$ cat src/cpuTypesPkg.sv
package cpuTypesPkg;

	// Architectural widths of the core.
	typedef logic [31:0] word_t;
	typedef logic [4:0] regIdx_t;

	// Same encoding as the ExcCode field of the CP0 Cause register.
	typedef logic [4:0] excCode_t;

	localparam excCode_t excNone = 5'h00;
	localparam excCode_t excOverflow = 5'h0C;

endpackage

$ cat src/execOpsPkg.sv
package execOpsPkg;

	typedef enum logic [3:0] {
		ADD,
		ADDU,
		SUB,
		AND,
		OR,
		XOR,
		SLT,
		SLL,
		MULLO,
		MULHI
	} execOp_t;

	typedef enum logic {
		UNIT_ALU,
		UNIT_MUL
	} execUnit_t;

	// One decoded operation as it leaves decode.
	typedef struct packed {
		cpuTypesPkg::word_t pc;
		execOp_t op;
		cpuTypesPkg::word_t a;
		cpuTypesPkg::word_t b;
		cpuTypesPkg::regIdx_t rd;
	} opPayload_t;

	// One finished result on its way to writeback.
	typedef struct packed {
		cpuTypesPkg::word_t pc;
		cpuTypesPkg::regIdx_t rd;
		cpuTypesPkg::word_t result;
		cpuTypesPkg::excCode_t exc;
	} resPayload_t;

	function automatic execUnit_t unitOf(input execOp_t op);
		if (op == MULLO || op == MULHI) begin
			return UNIT_MUL;
		end
		return UNIT_ALU;
	endfunction

endpackage

$ cat src/stageLink.sv
interface stageLink #(
	parameter type payload_t = logic
) (
	input logic advance
);
	logic valid;
	payload_t data;

	// Producer side of a stage boundary.
	modport src (
		output valid,
		output data,
		input advance
	);

	// Consumer side.
	modport dst (
		input valid,
		input data,
		input advance
	);

endinterface

$ cat src/pipeStageReg.sv
module pipeStageReg #(
	parameter type payload_t = logic
) (
	input logic clk,
	input logic rst,
	input logic wr,
	input logic flush,
	input logic inValid,
	input payload_t inData,
	output logic outValid,
	output payload_t outData
);

	// A flushed slot turns into a bubble.
	always_ff @(posedge clk) begin
		if (!rst || flush) begin
			outValid <= 1'b0;
		end else if (wr) begin
			outValid <= inValid;
		end
	end

	always_ff @(posedge clk) begin
		if (wr) begin
			outData <= inData;
		end
	end

endmodule

$ cat src/issueStage.sv
module issueStage
	import execOpsPkg::*;
(
	input logic clk,
	input logic rst,
	input logic flush,
	input logic advance,
	input logic inValid,
	input opPayload_t inOp,
	output logic inReady,
	stageLink.src aluLink,
	stageLink.src mulLink
);
	logic heldValid;
	opPayload_t heldOp;
	logic toMul;

	// Nothing is taken in while the pipe is frozen or being flushed.
	assign inReady = advance && !flush;

	pipeStageReg #(
		.payload_t(opPayload_t)
	) issueReg (
		.clk(clk),
		.rst(rst),
		.wr(advance),
		.flush(flush),
		.inValid(inValid),
		.inData(inOp),
		.outValid(heldValid),
		.outData(heldOp)
	);

	assign toMul = (unitOf(heldOp.op) == UNIT_MUL);

	// Both units see the operation, only one sees it valid.
	assign aluLink.valid = heldValid && !toMul;
	assign aluLink.data = heldOp;
	assign mulLink.valid = heldValid && toMul;
	assign mulLink.data = heldOp;

endmodule

$ cat src/aluUnit.sv
module aluUnit
	import cpuTypesPkg::*, execOpsPkg::*;
(
	input logic clk,
	input logic rst,
	input logic flush,
	input logic advance,
	stageLink.dst opIn,
	stageLink.src resOut
);
	word_t a;
	word_t b;
	word_t sum;
	word_t diff;
	word_t aluValue;
	logic overflow;
	resPayload_t res;

	assign a = opIn.data.a;
	assign b = opIn.data.b;
	assign sum = a + b;
	assign diff = a - b;

	always_comb begin
		aluValue = '0;
		overflow = 1'b0;
		case (opIn.data.op)
			ADD: begin
				aluValue = sum;
				overflow = (a[31] == b[31]) && (sum[31] != a[31]);
			end
			ADDU: aluValue = sum;
			SUB: begin
				aluValue = diff;
				overflow = (a[31] != b[31]) && (diff[31] != a[31]);
			end
			AND: aluValue = a & b;
			OR: aluValue = a | b;
			XOR: aluValue = a ^ b;
			SLT: aluValue = {31'd0, $signed(a) < $signed(b)};
			SLL: aluValue = a << b[4:0];
			default: aluValue = '0;
		endcase
	end

	// Overflow replaces the result with an exception.
	always_comb begin
		res.pc = opIn.data.pc;
		res.rd = opIn.data.rd;
		res.result = overflow ? '0 : aluValue;
		res.exc = overflow ? excOverflow : excNone;
	end

	pipeStageReg #(
		.payload_t(resPayload_t)
	) aluReg (
		.clk(clk),
		.rst(rst),
		.wr(advance),
		.flush(flush),
		.inValid(opIn.valid),
		.inData(res),
		.outValid(resOut.valid),
		.outData(resOut.data)
	);

	// Issue must never steer a multiply here.
	aluOpOnly: assert property (@(posedge clk) disable iff (!rst)
		opIn.valid |-> unitOf(opIn.data.op) == UNIT_ALU);

endmodule

$ cat src/mulUnit.sv
module mulUnit
	import cpuTypesPkg::*, execOpsPkg::*;
(
	input logic clk,
	input logic rst,
	input logic flush,
	input logic advance,
	stageLink.dst opIn,
	stageLink.src resOut
);
	logic signed [63:0] product;
	word_t mulValue;
	resPayload_t res;

	// Full signed product, both operands sign extended.
	assign product = $signed(opIn.data.a) * $signed(opIn.data.b);

	assign mulValue = (opIn.data.op == MULHI) ? product[63:32] : product[31:0];

	always_comb begin
		res.pc = opIn.data.pc;
		res.rd = opIn.data.rd;
		res.result = mulValue;
		res.exc = excNone;
	end

	pipeStageReg #(
		.payload_t(resPayload_t)
	) mulReg (
		.clk(clk),
		.rst(rst),
		.wr(advance),
		.flush(flush),
		.inValid(opIn.valid),
		.inData(res),
		.outValid(resOut.valid),
		.outData(resOut.data)
	);

endmodule

$ cat src/writebackMerge.sv
module writebackMerge
	import cpuTypesPkg::*, execOpsPkg::*;
(
	input logic clk,
	input logic rst,
	input logic flush,
	stageLink.dst aluIn,
	stageLink.dst mulIn,
	input logic outReady,
	output logic advance,
	output logic outValid,
	output word_t outPc,
	output regIdx_t outRd,
	output word_t outResult,
	output excCode_t outExc
);
	logic mergedValid;
	resPayload_t merged;
	resPayload_t held;

	// The whole pipe moves whenever the output slot is free or drained.
	assign advance = !outValid || outReady;

	// Same latency in both units, so at most one result arrives per cycle.
	assign mergedValid = aluIn.valid || mulIn.valid;
	assign merged = aluIn.valid ? aluIn.data : mulIn.data;

	pipeStageReg #(
		.payload_t(resPayload_t)
	) outReg (
		.clk(clk),
		.rst(rst),
		.wr(advance),
		.flush(flush),
		.inValid(mergedValid),
		.inData(merged),
		.outValid(outValid),
		.outData(held)
	);

	assign outPc = held.pc;
	assign outRd = held.rd;
	assign outResult = held.result;
	assign outExc = held.exc;

	// Issue raises valid toward one unit only.
	oneUnitValid: assert property (@(posedge clk) disable iff (!rst)
		!(aluIn.valid && mulIn.valid));

	// A stalled result stays put until taken
	outStableOnStall: assert property (@(posedge clk) disable iff (!rst)
		outValid && !outReady && !flush |=> outValid && $stable(held));

endmodule

$ cat src/execCluster.sv
module execCluster
	import cpuTypesPkg::*, execOpsPkg::*;
(
	input logic clk,
	input logic rst,
	input logic flush,
	input logic inValid,
	input word_t inPc,
	input execOp_t inOp,
	input word_t inA,
	input word_t inB,
	input regIdx_t inRd,
	input logic outReady,
	output logic inReady,
	output logic outValid,
	output word_t outPc,
	output regIdx_t outRd,
	output word_t outResult,
	output excCode_t outExc
);
	logic advance;
	opPayload_t inPayload;

	stageLink #(.payload_t(opPayload_t)) aluLink (.advance(advance));
	stageLink #(.payload_t(opPayload_t)) mulLink (.advance(advance));
	stageLink #(.payload_t(resPayload_t)) aluRes (.advance(advance));
	stageLink #(.payload_t(resPayload_t)) mulRes (.advance(advance));

	assign inPayload = '{pc: inPc, op: inOp, a: inA, b: inB, rd: inRd};

	issueStage issue (
		.clk(clk),
		.rst(rst),
		.flush(flush),
		.advance(advance),
		.inValid(inValid),
		.inOp(inPayload),
		.inReady(inReady),
		.aluLink(aluLink.src),
		.mulLink(mulLink.src)
	);

	aluUnit alu (
		.clk(clk),
		.rst(rst),
		.flush(flush),
		.advance(advance),
		.opIn(aluLink.dst),
		.resOut(aluRes.src)
	);

	mulUnit mul (
		.clk(clk),
		.rst(rst),
		.flush(flush),
		.advance(advance),
		.opIn(mulLink.dst),
		.resOut(mulRes.src)
	);

	writebackMerge merge (
		.clk(clk),
		.rst(rst),
		.flush(flush),
		.aluIn(aluRes.dst),
		.mulIn(mulRes.dst),
		.outReady(outReady),
		.advance(advance),
		.outValid(outValid),
		.outPc(outPc),
		.outRd(outRd),
		.outResult(outResult),
		.outExc(outExc)
	);

endmodule

$ cat config.mk
export PLATFORM = sky130hd
export DESIGN_NAME = execCluster
export DESIGN_NICKNAME = d
export VERILOG_FILES = /design/src/cpuTypesPkg.sv /design/src/execOpsPkg.sv /design/src/stageLink.sv /design/src/pipeStageReg.sv /design/src/issueStage.sv /design/src/aluUnit.sv /design/src/mulUnit.sv /design/src/writebackMerge.sv /design/src/execCluster.sv
export SDC_FILE = /design/constraint.sdc
export NUM_CORES = 2
export LEC_CHECK = 0
export BUFFER_PORTS_ARGS = -buffer_cell sky130_fd_sc_hd__buf_2
export CORE_AREA = 2 2 363 221
export DETAILED_ROUTE_END_ITERATION = 12
export DIE_AREA = 0 0 365 223
export PLACE_DENSITY = 0.82
export SLEW_MARGIN = 20
export SYNTH_ARGS = -nofsm -noshare
export SYNTH_HDL_FRONTEND = slang
export SYNTH_SLANG_ARGS = --single-unit
export TNS_END_PERCENT = 100
$ cat constraint.sdc
create_clock -name clk -period 9.8 [get_ports clk]
set_input_delay 0 -clock clk [delete_from_list [all_inputs] [get_ports clk]]
set_output_delay 0 -clock clk [all_outputs]
set_load 0.03 [all_outputs]
Yosys cells after proc, flatten, opt, wreduce, memory -nomap -nowiden
Index checks and enable logic that the tools add are counted.
{"block": "totals", "regBits": 289, "inputBits": 110, "output_inout_bits": 76}
{"block": "op_classes", "add_sub_neg": 2, "n_mul": 1, "order_cmp": 1, "n_eq_ne": 13, "shifts": 1, "muxes": 8, "bitwise": 3, "n_reduce_logical": 15}
{"operator": "$pmux 32 s7", "count": 1}
{"operator": "$mul 32x32->64", "count": 1}
{"operator": "$mux 37", "count": 1}
{"operator": "$add 32x32->32", "count": 1}
{"operator": "$and 32x32->32", "count": 1}
{"operator": "$lt 32x32->1", "count": 1}
{"operator": "$mux 32", "count": 1}
{"operator": "$or 32x32->32", "count": 1}
{"operator": "$shl 32x5->32", "count": 1}
{"operator": "$sub 32x32->32", "count": 1}
{"operator": "$xor 32x32->32", "count": 1}
{"operator": "$eq 4x3->1 const B", "count": 4}
{"operator": "$eq 4x2->1 const B", "count": 2}
{"operator": "$eq 4x4->1 const B", "count": 2}
{"operator": "$logic_and 1x1->1", "count": 5}
{"operator": "$eq 4x1->1 const B", "count": 1}
{"operator": "$logic_not 1->1", "count": 4}
{"operator": "$logic_not 4->1", "count": 1}
{"operator": "$logic_or 1x1->1", "count": 4}
{"operator": "$mux 4", "count": 1}
{"operator": "$mux 1", "count": 3}
{"operator": "$ne 1x1->1", "count": 3}
{"operator": "$pmux 1 s2", "count": 1}
{"operator": "$reduce_or 2->1", "count": 1}
{"operator": "$eq 1x1->1", "count": 1}

Logic depth before layout (Yosys ltp)
{"block": "depth", "word_depth": 6, "depth_mapped": 31, "ltp_nobuf": 27}

Cells and area by module
From an unflattened synthesis, not the netlist that was laid out.
{"block": "hier_totals", "cells_unflattened": 5460, "hier_area_um2": 55160.4}
{"mod": "mulUnit", "instances": 1, "cells_each": 3884, "area_each_um2": 36175.9, "seq_area_each_um2": 0.0}
{"mod": "aluUnit", "instances": 1, "cells_each": 1044, "area_each_um2": 7065.5, "seq_area_each_um2": 0.0}
{"mod": "pipeStageReg (alu.aluReg ...)", "instances": 3, "cells_each": 77, "area_each_um2": 2264.7, "seq_area_each_um2": 2242.2}
{"mod": "pipeStageReg (issue.issueReg)", "instances": 1, "cells_each": 108, "area_each_um2": 3195.6, "seq_area_each_um2": 3173.0}
{"mod": "writebackMerge", "instances": 1, "cells_each": 84, "area_each_um2": 1107.3, "seq_area_each_um2": 0.0}
{"mod": "issueStage", "instances": 1, "cells_each": 109, "area_each_um2": 822.0, "seq_area_each_um2": 0.0}

Worst setup path before layout
OpenSTA, ideal clock, no wires.
{"block": "synth_timing", "kind": "flip-flop to flip-flop", "start": "reg issue.issueReg.outData[7] (netlist name)", "end": "reg mul.mulReg.outData[33] (netlist name) (data pin)", "arrival_time_ns": 8.318, "t_required_ns": 9.530, "slack_ns": 1.212, "path_stages_with_launch": 27, "path_buffers": 4, "path_cell_list": "edfxtp_1 > clkbuf_1 > clkbuf_1 > buf_1 > nand2_1 > inv_1 > fa_1 > fa_1 > fa_1 > fa_1 > inv_1 > fa_1 > inv_1 > fa_1 > fa_1 > fa_1 > ha_1 > clkbuf_1 > nand3_1 > or3_1 > o22ai_1 > nor4_1 > a211oi_1 > a21oi_1 > o21bai_1 > xnor2_1 > a21oi_1"}
{"element": "start, declared", "line_no": "pipeStageReg.sv:11", "source": "output payload_t outData"}
{"element": "start signal, assigned", "line_no": "pipeStageReg.sv:25", "source": "outData <= inData;"}
{"element": "end signal, assigned", "line_no": "pipeStageReg.sv:25"}
{"element": "end, declared", "line_no": "pipeStageReg.sv:11"}

==> impl_results.md <==
* Status: finished, final reports clean
* Worst min-delay path class: in -> reg
* First-pass GRT wire length at about 280 mm
* EDFF count, synth at about 280
* Deepest clock path buffer count at 3
* DRC at 0
* Tmin final at ~9 ns
* DRT iter0 DRCs at around 6200
* Commonest non-fill, non-tap cell in the layout: fa_1
* Initial Util at 0.643
* Worst hold slack at between 0.06 and 0.07 ns
* Area delta synth->final at 8.98%
* Final hold vios at 0
* Syn Inst Count at ~5200
* CTS Root Buffer Type: clkbuf_16
* GRT overflow at 0
* Synth warn at 0
* Nets at approximately 6900
* Mapped cell area at 50500 sq um
* CTS Buf Count at 28
* CTS-repair resized insts at 0
* First-pass detailed-route iteration total at 7
* Yosys reg bits at ~280
* Max-Cap Viols at 0
* Setup violations, final at 0
* Worst-Skew Late Latency at roughly 0.65 ns
* Least-Margin Pin Slew at between 1 and 1.5 ns
* GRT Util Overall at 0.479
* Max stage delay cell, worst path: clkinv_1
* Asr flop ratio synth at 0
* Pins Over Slew Limit at 0
* Total wire length at around 190 mm
* Max_slew headroom at 0.180
* Maximum clock frequency at roughly 110 MHz
* Crit. End Element: flip-flop
* Crit path buf inv count at 4
* Largest net degree at the start of global routing at 136
* Antenna violations before repair at 7
* Synth cell types at between 80 and 90
* CP startpoint kind: flip-flop
* Die width at ~370 um
* CTS Sinks at between 200 and 300
* Drt wl/cell at approximately 29 um
* Vias per inst at 6.33
* Post-DRT Antenna Nets at 0
* RSZ-0062 raised after global routing: false
* # fillers at 5796
* Reg2reg setup slack at roughly 0.8 ns
* Crit path DAT at between 9 and 10 ns
* Final HPWL DP at around 150 mm
* Clk_skew at roughly 0.046 ns
* Clk pin slew, worst setup/hold paths at about 0.090 ns
* Cells along the critical path: buf_4, clkinv_1, nor2_1, fa_1, fa_1, fa_1, inv_1, fa_1, inv_1, fa_1, fa_1, fa_1, fa_1, ha_1, nand3_1, or4_1, o211ai_1, nor2_1, o31ai_1, a21bo_2, a21oi_1, xor2_1, o21ai_1
* Worst endpoint required time at 10.18 ns
* Most frequent cells in the layout: fa_1 (1084), inv_1 (1022), nor2_1 (682)
* Core ar. at slightly below 80000 sq um
* Die area at just over 80000 sq um
* Worst path top cell family by delay: adder cells
* Port bufs at 182
* Setup_tns at 0 ns
* Routed vias at 41400
* Crit path largest cell delay at around 0.64 ns
* CP Max Fanout at 18
* Setup CP Type: reg -> reg
* Vias in the first global route at 43200
* Std-Cell Rows at 80
* CTS tree: built
* Syn avg cell area at ~9.7 sq um
* I/O pins at between 150 and 200
* Ys flop type: edfxtp_1
* Post-CTS Setup Bufs at 0
* H-tree depth at 1
* Die Height at about 220 um
* Sequential-to-total area share from yosys stat at 0.166
* GP Congestion at around 1.1
* Worst path most repeated cell: fa_1
* Fraction of layout cells with a size suffix above 1 at 0.0924
* Final Cycle Share at 0.919
final timing paths:
check | startpoint | endpoint | depth (start not counted)
max | issue.issueReg.outData[11] | mul.mulReg.outData[15] | 23
min | inB[10] | issue.issueReg.outData[15] | 2
max reg2reg | issue.issueReg.outData[11] | mul.mulReg.outData[15] | 23
min reg2reg | mul.mulReg.outData[45] | merge.outReg.outData[45] | 0
final cells by class:
cell class / instances / area [sq um] / share of cell area
Antenna cell: 8 / 20.0 / 0.000364
Clock buffer: 31 / 712 / 0.0129
Clock inverter: 20 / 215 / 0.00391
Inverter: 1059 / 3980 / 0.0724
Multi-Input combinational cell: 3601 / 37000 / 0.672
Sequential cell: 281 / 8400 / 0.153
Tap cell: 1066 / 1330 / 0.0242
Timing Repair Buffer: 472 / 3370 / 0.0612
logic make-up (layout without fill, tap and decap cells):
family	count (synthesis)	in the layout	share of synthesized area
compound gates	592	592	0.0787
xor+xnor	98	98	0.0170
fa+ha+maj	1366	1366	0.500
buf+inv	1348	1582	0.102
flops	281	281	0.166
mux	76	76	0.0207
other cells	1	11	0.0000743
simple gates	1466	1466	0.116
worst register-to-register path: stages (launching register included):
cell and delay (ns):
edfxtp_1 0.33, buf_4 0.33, clkinv_1 0.65, nor2_1 0.37, fa_1 0.48, fa_1 0.49, fa_1 0.53, inv_1 0.05
fa_1 0.49, inv_1 0.06, fa_1 0.48, fa_1 0.57, fa_1 0.43, fa_1 0.45, ha_1 0.49, nand3_1 0.16
or4_1 0.54, o211ai_1 0.48, nor2_1 0.21, o31ai_1 0.51, a21bo_2 0.30, a21oi_1 0.10, xor2_1 0.17, o21ai_1 0.07
registers in the layout (all words and copies together), names as in the netlist:
register                 cells
mul.mulReg.outValid          1
issue.issueReg.outData     105
issue.issueReg.outValid      1
merge.outReg.outValid        1
mul.mulReg.outData          69
alu.aluReg.outValid          1
merge.outReg.outData        70
alu.aluReg.outData          33
through the flow:
step / area [sq um] / util / std cells / setup WS (ns)
2_1_floorplan: 50500 / - / 5230 / 1.21
3_3_place_gp: 53000 / 0.675 / 6368 / 1.11
3_5_place_dp: 53000 / 0.675 / 6368 / 1.10
4_1_cts: 55000 / 0.701 / 6530 / 1.06
5_1_grt: 55000 / 0.701 / 6531 / 0.500
6_report: 55000 / 0.701 / 6538 / 0.797
synthesized netlist by cell type, types with 9 or more instances:
| cell type | instances | share of area |
|---|---|---|
| nand4_1 | 14 | 0.0017 |
| xnor2_1 | 73 | 0.013 |
| or3_1 | 13 | 0.0016 |
| clkinv_1 | 25 | 0.0019 |
| o31ai_1 | 23 | 0.0034 |
| inv_2 | 10 | 0.00074 |
| a31oi_1 | 14 | 0.0017 |
| a21oi_1 | 176 | 0.017 |
| and2_1 | 10 | 0.0012 |
| inv_1 | 1024 | 0.076 |
| nor3_1 | 34 | 0.0034 |
| a21o_1 | 31 | 0.0046 |
| buf_2 | 10 | 0.00099 |
| a31oi_4 | 9 | 0.0038 |
| clkbuf_1 | 216 | 0.016 |
| buf_1 | 53 | 0.0039 |
| nor2_1 | 682 | 0.051 |
| a211oi_1 | 23 | 0.0034 |
| mux2i_1 | 20 | 0.0040 |
| mux4_2 | 19 | 0.0085 |
| fa_1 | 1084 | 0.43 |
| edfxtp_1 | 277 | 0.16 |
| o21bai_1 | 20 | 0.0030 |
| xor2_1 | 25 | 0.0043 |
| a221oi_1 | 31 | 0.0054 |
| o22ai_1 | 13 | 0.0016 |
| mux2_2 | 37 | 0.0083 |
| nor2b_1 | 10 | 0.0012 |
| nand3_1 | 30 | 0.0030 |
| nand2b_1 | 15 | 0.0019 |
| o221ai_1 | 12 | 0.0021 |
| o21ai_1 | 22 | 0.0022 |
| ha_1 | 282 | 0.070 |
| o211ai_1 | 19 | 0.0028 |
| nand2_1 | 623 | 0.046 |
| o21ai_0 | 112 | 0.011 |
layer usage:
metal	up-vias	wire, um	global-route usage
li1	16500	-	-
met1	20500	67500	0.649
met2	3658	74100	0.642
met3	720	36300	0.247
met4	14	10800	0.204
met5	-	342	0.0226
what timing repair did:
| item | in CTS | in global routing |
|---|---|---|
| setup endpoints to repair | 0 | 0 |
| hold buffers | 111 | 0 |
| hold endpoints to repair | 109 | 0 |
Power is not shown: default switching activity piles up to over one toggle a cycle in this logic, so the estimate is an artifact.
